===== src/logic/md_pkg.sv =====
package md_pkg;

   typedef logic [31:0] word_t;
   typedef logic [63:0] dword_t;   // product, or remainder and quotient
   typedef logic [34:0] pp_t;      // booth partial product with sign prefix

   typedef enum logic {
      MD_OP_MUL,
      MD_OP_DIV
   } md_op_e;

   typedef enum logic {
      MD_OUT_LO,
      MD_OUT_HI
   } md_out_e;

   typedef enum logic [1:0] {
      IDLE,
      MUL_BUSY,
      DIV_BUSY
   } md_state_e;

   localparam int MUL_CYCLES = 9;    // two booth digits per cycle, 18 digits
   localparam int DIV_CYCLES = 16;   // two quotient bits per cycle

endpackage


===== src/logic/md_booth_recoder.sv =====
module md_booth_recoder (
   input  logic          [2:0] group,
   input  md_pkg::word_t       multiplicand,
   input  logic                multiplicand_signed,
   input  logic                first_digit,
   output md_pkg::pp_t         partial,
   output logic                negate
);

   logic        ext;
   logic        sign;
   logic [32:0] field;

   assign ext    = multiplicand[31] & multiplicand_signed;
   assign negate = (group[2:1] == 2'b10) | (group == 3'b110);   // -1 and -2 digits
   assign sign   = ((group == 3'b000) || (group == 3'b111)) ? 1'b0 : ext ^ group[2];

   // negative digits are one's complement, negate supplies the +1
   always_comb begin
      case (group)
         3'b001, 3'b010: field = {ext, multiplicand};
         3'b011:         field = {multiplicand, 1'b0};
         3'b100:         field = ~{multiplicand, 1'b0};
         3'b101, 3'b110: field = ~{ext, multiplicand};
         default:        field = '0;
      endcase
   end

   // first digit prefix is {~s,s,s}, its top bit lands above pp_t in the multiplier
   assign partial = first_digit ? {sign, sign, field} : {1'b1, ~sign, field};

endmodule


===== src/logic/md_multiplier.sv =====
module md_multiplier (
   input  logic           clk,
   input  logic           reset,
   input  logic           start,
   input  md_pkg::word_t  multiplicand,
   input  md_pkg::word_t  multiplier,
   input  logic           multiplicand_signed,
   input  logic           multiplier_signed,
   output md_pkg::dword_t product,
   output logic           done
);

   logic [34:0]    mr_q;   // {ext, ext, multiplier, b(-1)}
   md_pkg::dword_t sum_q;
   md_pkg::dword_t carry_q;
   logic [3:0]     cnt_q;
   logic           busy_q;
   logic           fin_q;
   logic           ext;
   logic           first;
   md_pkg::pp_t    pp_lo;
   md_pkg::pp_t    pp_hi;
   logic           neg_lo;
   logic           neg_hi;
   logic [5:0]     shamt;
   md_pkg::dword_t add_lo;
   md_pkg::dword_t add_hi;
   md_pkg::dword_t add_neg;
   md_pkg::dword_t sum_1;
   md_pkg::dword_t carry_1;
   md_pkg::dword_t sum_2;
   md_pkg::dword_t carry_2;
   md_pkg::dword_t sum_3;
   md_pkg::dword_t carry_3;

   function automatic void csa(input md_pkg::dword_t a, input md_pkg::dword_t b,
                               input md_pkg::dword_t c, output md_pkg::dword_t s,
                               output md_pkg::dword_t cy);
      s  = a ^ b ^ c;
      cy = ((a & b) | (b & c) | (a & c)) << 1;
   endfunction

   assign ext   = multiplier_signed & multiplier[31];
   assign first = (cnt_q == 4'd0);
   assign shamt = {cnt_q, 2'b00};

   md_booth_recoder booth_lo_i (
      .group               (mr_q[2:0]),
      .multiplicand        (multiplicand),
      .multiplicand_signed (multiplicand_signed),
      .first_digit         (first),
      .partial             (pp_lo),
      .negate              (neg_lo)
   );

   md_booth_recoder booth_hi_i (
      .group               (mr_q[4:2]),
      .multiplicand        (multiplicand),
      .multiplicand_signed (multiplicand_signed),
      .first_digit         (1'b0),
      .partial             (pp_hi),
      .negate              (neg_hi)
   );

   assign add_lo = md_pkg::dword_t'(pp_lo) << shamt;
   assign add_hi = md_pkg::dword_t'(pp_hi) << (shamt + 6'd2);

   always_comb begin
      add_neg = (md_pkg::dword_t'(neg_lo) << shamt) |
                (md_pkg::dword_t'(neg_hi) << (shamt + 6'd2));
      if (first)
         add_neg[35] = ~pp_lo[34];   // completes the first digit's prefix
      csa(sum_q, carry_q, add_lo, sum_1, carry_1);
      csa(sum_1, carry_1, add_hi, sum_2, carry_2);
      csa(sum_2, carry_2, add_neg, sum_3, carry_3);
   end

   always_ff @(posedge clk) begin
      if (reset) begin
         busy_q <= 1'b0;
         fin_q  <= 1'b0;
         cnt_q  <= '0;
         done   <= 1'b0;
      end else begin
         done <= fin_q;
         if (start) begin
            busy_q <= 1'b1;
            cnt_q  <= '0;
         end else if (busy_q) begin
            cnt_q <= cnt_q + 4'd1;
            if (cnt_q == 4'(md_pkg::MUL_CYCLES - 1)) begin
               busy_q <= 1'b0;
               fin_q  <= 1'b1;
            end
         end else begin
            fin_q <= 1'b0;
         end
      end
   end

   always_ff @(posedge clk) begin
      if (start) begin
         mr_q    <= {{2{ext}}, multiplier, 1'b0};
         sum_q   <= '0;
         carry_q <= '0;
      end else if (busy_q) begin
         mr_q    <= {{4{mr_q[34]}}, mr_q[34:4]};
         sum_q   <= sum_3;
         carry_q <= carry_3;
      end
      if (fin_q)
         product <= sum_q + carry_q;   // prefix constants wrap out above bit 63
   end

endmodule


===== src/logic/md_divider.sv =====
module md_divider (
   input  logic          clk,
   input  logic          reset,
   input  logic          start,
   input  md_pkg::word_t dividend,
   input  md_pkg::word_t divisor,
   input  logic          is_signed,
   output md_pkg::word_t quotient,
   output md_pkg::word_t remainder,
   output logic          done
);

   md_pkg::word_t dividend_mag;
   md_pkg::word_t divisor_mag;
   logic          divisor_zero;
   md_pkg::word_t div_q;
   md_pkg::word_t rem_q;
   md_pkg::word_t quo_q;   // dividend bits leave the top, digits enter the bottom
   logic          q_neg;
   logic          r_neg;
   logic [3:0]    cnt_q;
   logic          busy_q;
   logic          fin_q;
   logic [33:0]   shifted;
   logic [34:0]   diff_1;
   logic [34:0]   diff_2;
   logic [34:0]   diff_3;
   logic [1:0]    digit;
   md_pkg::word_t rem_next;

   assign dividend_mag = (is_signed && dividend[31]) ? -dividend : dividend;
   assign divisor_mag  = (is_signed && divisor[31]) ? -divisor : divisor;
   assign divisor_zero = (divisor == '0);

   assign shifted = {rem_q, quo_q[31:30]};
   assign diff_1  = {1'b0, shifted} - {3'b000, div_q};
   assign diff_2  = {1'b0, shifted} - {2'b00, div_q, 1'b0};
   assign diff_3  = {1'b0, shifted} - ({3'b000, div_q} + {2'b00, div_q, 1'b0});

   // largest multiple that leaves a non-negative remainder
   always_comb begin
      if (!diff_3[34]) begin
         digit    = 2'd3;
         rem_next = diff_3[31:0];
      end else if (!diff_2[34]) begin
         digit    = 2'd2;
         rem_next = diff_2[31:0];
      end else if (!diff_1[34]) begin
         digit    = 2'd1;
         rem_next = diff_1[31:0];
      end else begin
         digit    = 2'd0;
         rem_next = shifted[31:0];
      end
   end

   always_ff @(posedge clk) begin
      if (reset) begin
         busy_q <= 1'b0;
         fin_q  <= 1'b0;
         cnt_q  <= '0;
         done   <= 1'b0;
      end else begin
         done <= fin_q;
         if (start) begin
            busy_q <= !divisor_zero;
            fin_q  <= divisor_zero;   // skip the iterations
            cnt_q  <= '0;
         end else if (busy_q) begin
            cnt_q <= cnt_q + 4'd1;
            if (cnt_q == 4'(md_pkg::DIV_CYCLES - 1)) begin
               busy_q <= 1'b0;
               fin_q  <= 1'b1;
            end
         end else begin
            fin_q <= 1'b0;
         end
      end
   end

   always_ff @(posedge clk) begin
      if (start) begin
         div_q <= divisor_mag;
         if (divisor_zero) begin
            rem_q <= dividend;
            quo_q <= '1;
            q_neg <= 1'b0;
            r_neg <= 1'b0;
         end else begin
            rem_q <= '0;
            quo_q <= dividend_mag;
            q_neg <= is_signed && (dividend[31] ^ divisor[31]);
            r_neg <= is_signed && dividend[31];   // remainder follows the dividend
         end
      end else if (busy_q) begin
         rem_q <= rem_next;
         quo_q <= {quo_q[29:0], digit};
      end
      if (fin_q) begin
         quotient  <= q_neg ? -quo_q : quo_q;
         remainder <= r_neg ? -rem_q : rem_q;
      end
   end

endmodule


===== src/logic/md_unit.sv =====
module md_unit (
   input  logic            clk,
   input  logic            reset,
   input  logic            req_valid,
   output logic            req_ready,
   input  md_pkg::md_op_e  req_op,
   input  md_pkg::md_out_e req_out_sel,
   input  logic            req_in_1_signed,
   input  logic            req_in_2_signed,
   input  md_pkg::word_t   req_in_1,
   input  md_pkg::word_t   req_in_2,
   output logic            resp_valid,
   output md_pkg::word_t   resp_result
);

   md_pkg::md_state_e state;
   md_pkg::md_op_e    op_q;
   md_pkg::md_out_e   out_sel_q;
   md_pkg::word_t     in_1_q;
   md_pkg::word_t     in_2_q;
   logic              in_1_signed_q;
   logic              in_2_signed_q;
   logic              accept;
   logic              start_mul;
   logic              start_div;
   logic              mul_done;
   logic              div_done;
   md_pkg::dword_t    product;
   md_pkg::word_t     quotient;
   md_pkg::word_t     remainder;
   md_pkg::word_t     mul_word;
   md_pkg::word_t     div_word;

   assign req_ready = (state == md_pkg::IDLE) || resp_valid;   // ready again in strobe cycle
   assign accept    = req_valid && req_ready;

   always_comb begin
      case (state)
         md_pkg::MUL_BUSY: resp_valid = mul_done;
         md_pkg::DIV_BUSY: resp_valid = div_done;
         default:          resp_valid = 1'b0;
      endcase
   end

   always_ff @(posedge clk) begin
      if (reset) begin
         state     <= md_pkg::IDLE;
         start_mul <= 1'b0;
         start_div <= 1'b0;
      end else begin
         start_mul <= accept && (req_op == md_pkg::MD_OP_MUL);
         start_div <= accept && (req_op == md_pkg::MD_OP_DIV);
         if (accept)
            state <= (req_op == md_pkg::MD_OP_MUL) ? md_pkg::MUL_BUSY : md_pkg::DIV_BUSY;
         else if (resp_valid)
            state <= md_pkg::IDLE;
      end
   end

   always_ff @(posedge clk) begin
      if (accept) begin
         op_q          <= req_op;
         out_sel_q     <= req_out_sel;
         in_1_q        <= req_in_1;
         in_2_q        <= req_in_2;
         in_1_signed_q <= req_in_1_signed;
         in_2_signed_q <= req_in_2_signed;
      end
   end

   // rs1 is the recoded operand, rs2 the multiplicand
   md_multiplier mul_i (
      .clk                 (clk),
      .reset               (reset),
      .start               (start_mul),
      .multiplicand        (in_2_q),
      .multiplier          (in_1_q),
      .multiplicand_signed (in_2_signed_q),
      .multiplier_signed   (in_1_signed_q),
      .product             (product),
      .done                (mul_done)
   );

   md_divider div_i (
      .clk       (clk),
      .reset     (reset),
      .start     (start_div),
      .dividend  (in_1_q),
      .divisor   (in_2_q),
      .is_signed (in_1_signed_q),   // one flag covers both operands
      .quotient  (quotient),
      .remainder (remainder),
      .done      (div_done)
   );

   assign mul_word    = (out_sel_q == md_pkg::MD_OUT_HI) ? product[63:32] : product[31:0];
   assign div_word    = (out_sel_q == md_pkg::MD_OUT_HI) ? remainder : quotient;
   assign resp_result = (op_q == md_pkg::MD_OP_MUL) ? mul_word : div_word;

endmodule


===== config.mk =====
export PLATFORM = sky130hd
export DESIGN_NAME = md_unit
export DESIGN_NICKNAME = d
export VERILOG_FILES = /design/src/logic/md_pkg.sv /design/src/logic/md_booth_recoder.sv /design/src/logic/md_multiplier.sv /design/src/logic/md_divider.sv /design/src/logic/md_unit.sv
export SDC_FILE = /design/constraint.sdc
export NUM_CORES = 2
export LEC_CHECK = 0
export CAP_MARGIN = 20
export CORE_MARGIN = 5
export CORE_UTILIZATION = 40
export CTS_BUF_LIST = sky130_fd_sc_hd__clkbuf_8
export DETAILED_ROUTE_END_ITERATION = 7
export DONT_BUFFER_PORTS = 1
export PLACE_DENSITY = 0.51
export SLEW_MARGIN = 20
export SYNTH_ARGS = -nofsm -noshare
export SYNTH_HDL_FRONTEND = slang
export SYNTH_SLANG_ARGS = --single-unit

===== constraint.sdc =====
create_clock -name clk -period 6.5 [get_ports clk]
set_input_delay 0.65 -clock clk [delete_from_list [all_inputs] [get_ports clk]]
set_output_delay 0.65 -clock clk [all_outputs]
set_load 0.02 [all_outputs]

==> reports/qor.json <==
{
  "status": "finished, final reports clean",
  "power.ir.vdd_worst_mv": 0.1657,
  "most_frequent_standard_cell_in_the_layout_excluding_fill_and_tap_cells": "nor2_1",
  "number_of_setup_violations_in_the_final_report": 0,
  "layout.nets": 4648,
  "critical_path_arrival_ns": 6.71,
  "timing.slew.headroom_pct": 28.61,
  "cts.clk_slew.worst_paths_ns": 0.06,
  "post-route-min-period_ns": 6.093,
  "tritoncts": "yes",
  "grt_pass1_wl_mm": 207.8,
  "critical_path.max_fanout": 8,
  "layout.cells.most_common_list": "nor2_1 (470), inv_1 (340), edfxtp_1 (328), nand2_1 (301), a21oi_1 (256)",
  "synth_area_per_cell_um2": 9.293,
  "startpoint_type": "flop",
  "r2r_end": "div_i.rem_q[31]$_DFFE_PP_",
  "route.final.wire_length_mm": 144.4,
  "dieHeight_um": 322.5,
  "worst-slew-pin-transition_ns": 1.064,
  "synthesis.instances": 4204,
  "slowest_stage": "edfxtp_1",
  "drtIter0Drc": 3234,
  "drt_drc_violations_left": 0,
  "vias": 32400,
  "cp_num_buf_inv": 1,
  "cellPowerDensity_nw_per_um2": 333.9,
  "synthArstFlopShare_pct": 0,
  "gr-usage-all-layers_pct": 27.05,
  "fp.dieW_um": 322.5,
  "clkPwrFrac_pct": 21.4,
  "leakagePower_nw": 17.43,
  "synth_top_flop_cell": "edfxtp_1",
  "synth-edff-count": 328,
  "route.detailed.vias_per_inst": 5.855,
  "area_of_the_mapped_netlist_um2": 39070,
  "setup_repair_after_global_routing_missed_its_margin": "no",
  "holdCritStartpoint": "reset",
  "placedInstanceArea_um2": 40230,
  "post_route_cells_drive_above_1_share_pct": 6.508,
  "detail_route.first_pass.iterations": 6,
  "worst_skew_pair.late_latency_ns": 0.81,
  "synth_warnings": 0,
  "antenna_left": 0,
  "clock_tree_buf_depth": 3,
  "clock_tree.root_cell": "clkbuf_8",
  "yosys-top-cells-area": "edfxtp_1 (25%), fa_1 (8.1%), ha_1 (7.6%), dfxtp_1 (7.4%), xnor2_1 (5.2%)",
  "cts_buffers": 92,
  "place.gp.congestion": 0.9647,
  "synth_fp_nets": 4669,
  "final-hold-violation-count": 0,
  "cts_sinks": 473,
  "synthDistinctLibCells": 84,
  "die_footprint_um2": 104000,
  "setup_skew_ns": 0.08629,
  "synth_top_area_cell": "edfxtp_1",
  "max_clock_freq_mhz": 164.1,
  "placementRows": 114,
  "most_used_cell_along_the_critical_path": "a21o_1",
  "floorplan.initialDensity_pct": 40.34,
  "yosys_register_bits": 473,
  "setup.reg_to_reg.worst_slack_ns": 0.41,
  "synth_seq_area_share_pct": 32.64,
  "final_cell_area_um2": 42800,
  "share_seq_of_total_power_pct": 31.3,
  "post-synth-top-area-fraction_pct": 25.21,
  "timing.rr.start": "div_i.div_q[1]$_DFFE_PP_",
  "intPower_mw": 7.913,
  "grt_start_max_net_pins": 81,
  "grt_antenna_before_repair": 7,
  "dp_hpwl_mm": 113.8,
  "drt-wirelength-per-cell_um": 26.10,
  "hold_end": "mul_i.cnt_q[0]$_SDFFE_PP0P_",
  "cts.htree.levels": 3,
  "final_report_max_slew_violation_count": 0,
  "worst-r2r-cell-count": 23,
  "cp_data_required_time_ns": 7.12,
  "sort_of_element_at_the_end_of_the_critical_path": "flop",
  "whs_path_depth": 2,
  "overflow": 0,
  "io_buffer_count": 0,
  "power_switching_mw": 6.379,
  "p_comb_share_pct": 47.4,
  "top_level_pins": 105,
  "switching_share_pct": 44.63,
  "share_of_the_clock_period_used_by_the_worst_path_pct": 93.75,
  "setup_tns_ns": 0,
  "core_area_um2": 96850,
  "cp_class": "flop to flop",
  "hp-class": "input port to flop",
  "crit_path_max_incr_delay_ns": 0.52,
  "cp_top_family": "compound AO/OA/AOI/OAI gates",
  "cap_viol_max_count": 0,
  "synthToLayoutAreaGrowth_pct": 9.551,
  "filler_cell_count": 9466,
  "grt_pass1_vias": 30470,
  "cp_cell_sequence": "ha_1, fa_1, a21o_1, a21oi_1, o21a_1, o31ai_1, a21oi_1, nor2b_1, o21ai_0, nand2b_1, xnor2_1, ha_1, a21o_1, a21o_1, a211o_1, o32a_1, a211o_1, a311oi_2, buf_4, nor2b_2, nand3_1, o31a_1, nand4_1"
}
## registers in the layout, summed over array words and instances (netlist names), 2 cells and up
name and count:
div_i.div_q 32, div_i.remainder 32, mul_i.carry_q 62, div_i.cnt_q 4, div_i.quo_q 32, div_i.quotient 32
state 2, mul_i.sum_q 64, in_2_q 32, in_1_q 32, div_i.rem_q 32, mul_i.cnt_q 4
mul_i.mr_q 35, mul_i.product 64
## cells in the mapped netlist (49+ instances only)
cell,number
nor2_1,471
edfxtp_1,328
inv_1,308
nand2_1,301
a21oi_1,256
ha_1,236
xnor2_1,232
o21ai_0,209
clkbuf_1,189
mux2i_1,164
fa_1,158
dfxtp_1,145
xor2_1,133
a21o_1,95
a211oi_1,75
nor3_1,65
a22o_1,53
nand2b_1,49
## worst max-delay path by stage
stage                             startpoint                        end  slack, ns  cells after the start
global route        div_i.div_q[1]$_DFFE_PP_  div_i.rem_q[31]$_DFFE_PP_       0.02                     23
global placement    div_i.div_q[1]$_DFFE_PP_  div_i.rem_q[15]$_DFFE_PP_       0.42                     21
detailed placement  div_i.div_q[1]$_DFFE_PP_  div_i.rem_q[19]$_DFFE_PP_       0.32                     21
CTS                 div_i.div_q[1]$_DFFE_PP_  div_i.rem_q[19]$_DFFE_PP_       0.24                     21
finish              div_i.div_q[1]$_DFFE_PP_  div_i.rem_q[31]$_DFFE_PP_       0.41                     23
floorplan           div_i.div_q[1]$_DFFE_PP_  div_i.rem_q[18]$_DFFE_PP_       1.13                     24
## cells by family (layout without fill, tap and decap cells)
group,Yosys count,after routing,share of synthesized area (%)
simple gates,1142,1142,13.35
compound gates,1066,1066,18.18
buf+inv,551,603,5.339
flops,473,473,32.64
fa+ha+maj,394,394,15.66
xor+xnor,365,365,8.183
mux,213,213,6.652
other cells,0,2,0
## metal layers
metal	vias to the layer above	global-route usage (%)	part of all wire [%]
met5	-	0	0.019
met1	15840	38.59	45
met4	4	8.916	3.7
met2	1270	39.90	43
met3	208	7.347	9.2
li1	15080	-	-
## metrics by stage
stage	setup slack [ns]	utilization [%]	hold WS [ns]	std cells	total power, mW
after CTS	0.2435	44.16	0.02883	5532	14.34
after floorplan	1.131	-	0.4360	4204	8.884
after detailed placement	0.3203	41.54	0.4934	5296	11.18
after global routing	0.02100	44.19	0.06494	5533	15.33
final	0.4065	44.19	0.1258	5534	14.29
after global placement	0.4217	41.54	0.4845	5296	11.13
## layout make-up
class / count / area [µm²] / area share (%)
multi-input combinational: 3180 / 24290 / 56.76
clock inverter: 71 / 514.2 / 1.202
tap: 1276 / 1597 / 3.730
inverter: 309 / 1161 / 2.713
timing repair buffer: 127 / 1136 / 2.655
clock buffer: 96 / 1321 / 3.087
antenna: 2 / 5.005 / 0.01169
sequential: 473 / 12770 / 29.84
## timing repair
| item | 4_1_cts | 5_1_grt |
|---|---|---|
| hold buffers | 69 | 0 |
| buffers inserted | 0 | 0 |
| resized for setup | 0 | 4 |
| endpoints found under the hold margin | 86 | 0 |
| setup endpoints to repair | 0 | 8 |
## power by group through the flow
stage | sequential (mW) | combinational, mW | clock [mW]
4_1_cts | 4.45 | 6.74 | 3.15
5_1_grt | 4.51 | 7.54 | 3.27
3_3_place_gp | 4.51 | 6.62 | 0
6_report | 4.47 | 6.77 | 3.05
3_5_place_dp | 4.51 | 6.67 | 0
2_1_floorplan | 4.16 | 4.73 | 0
Note: power is estimated with default switching activity, not from simulation.
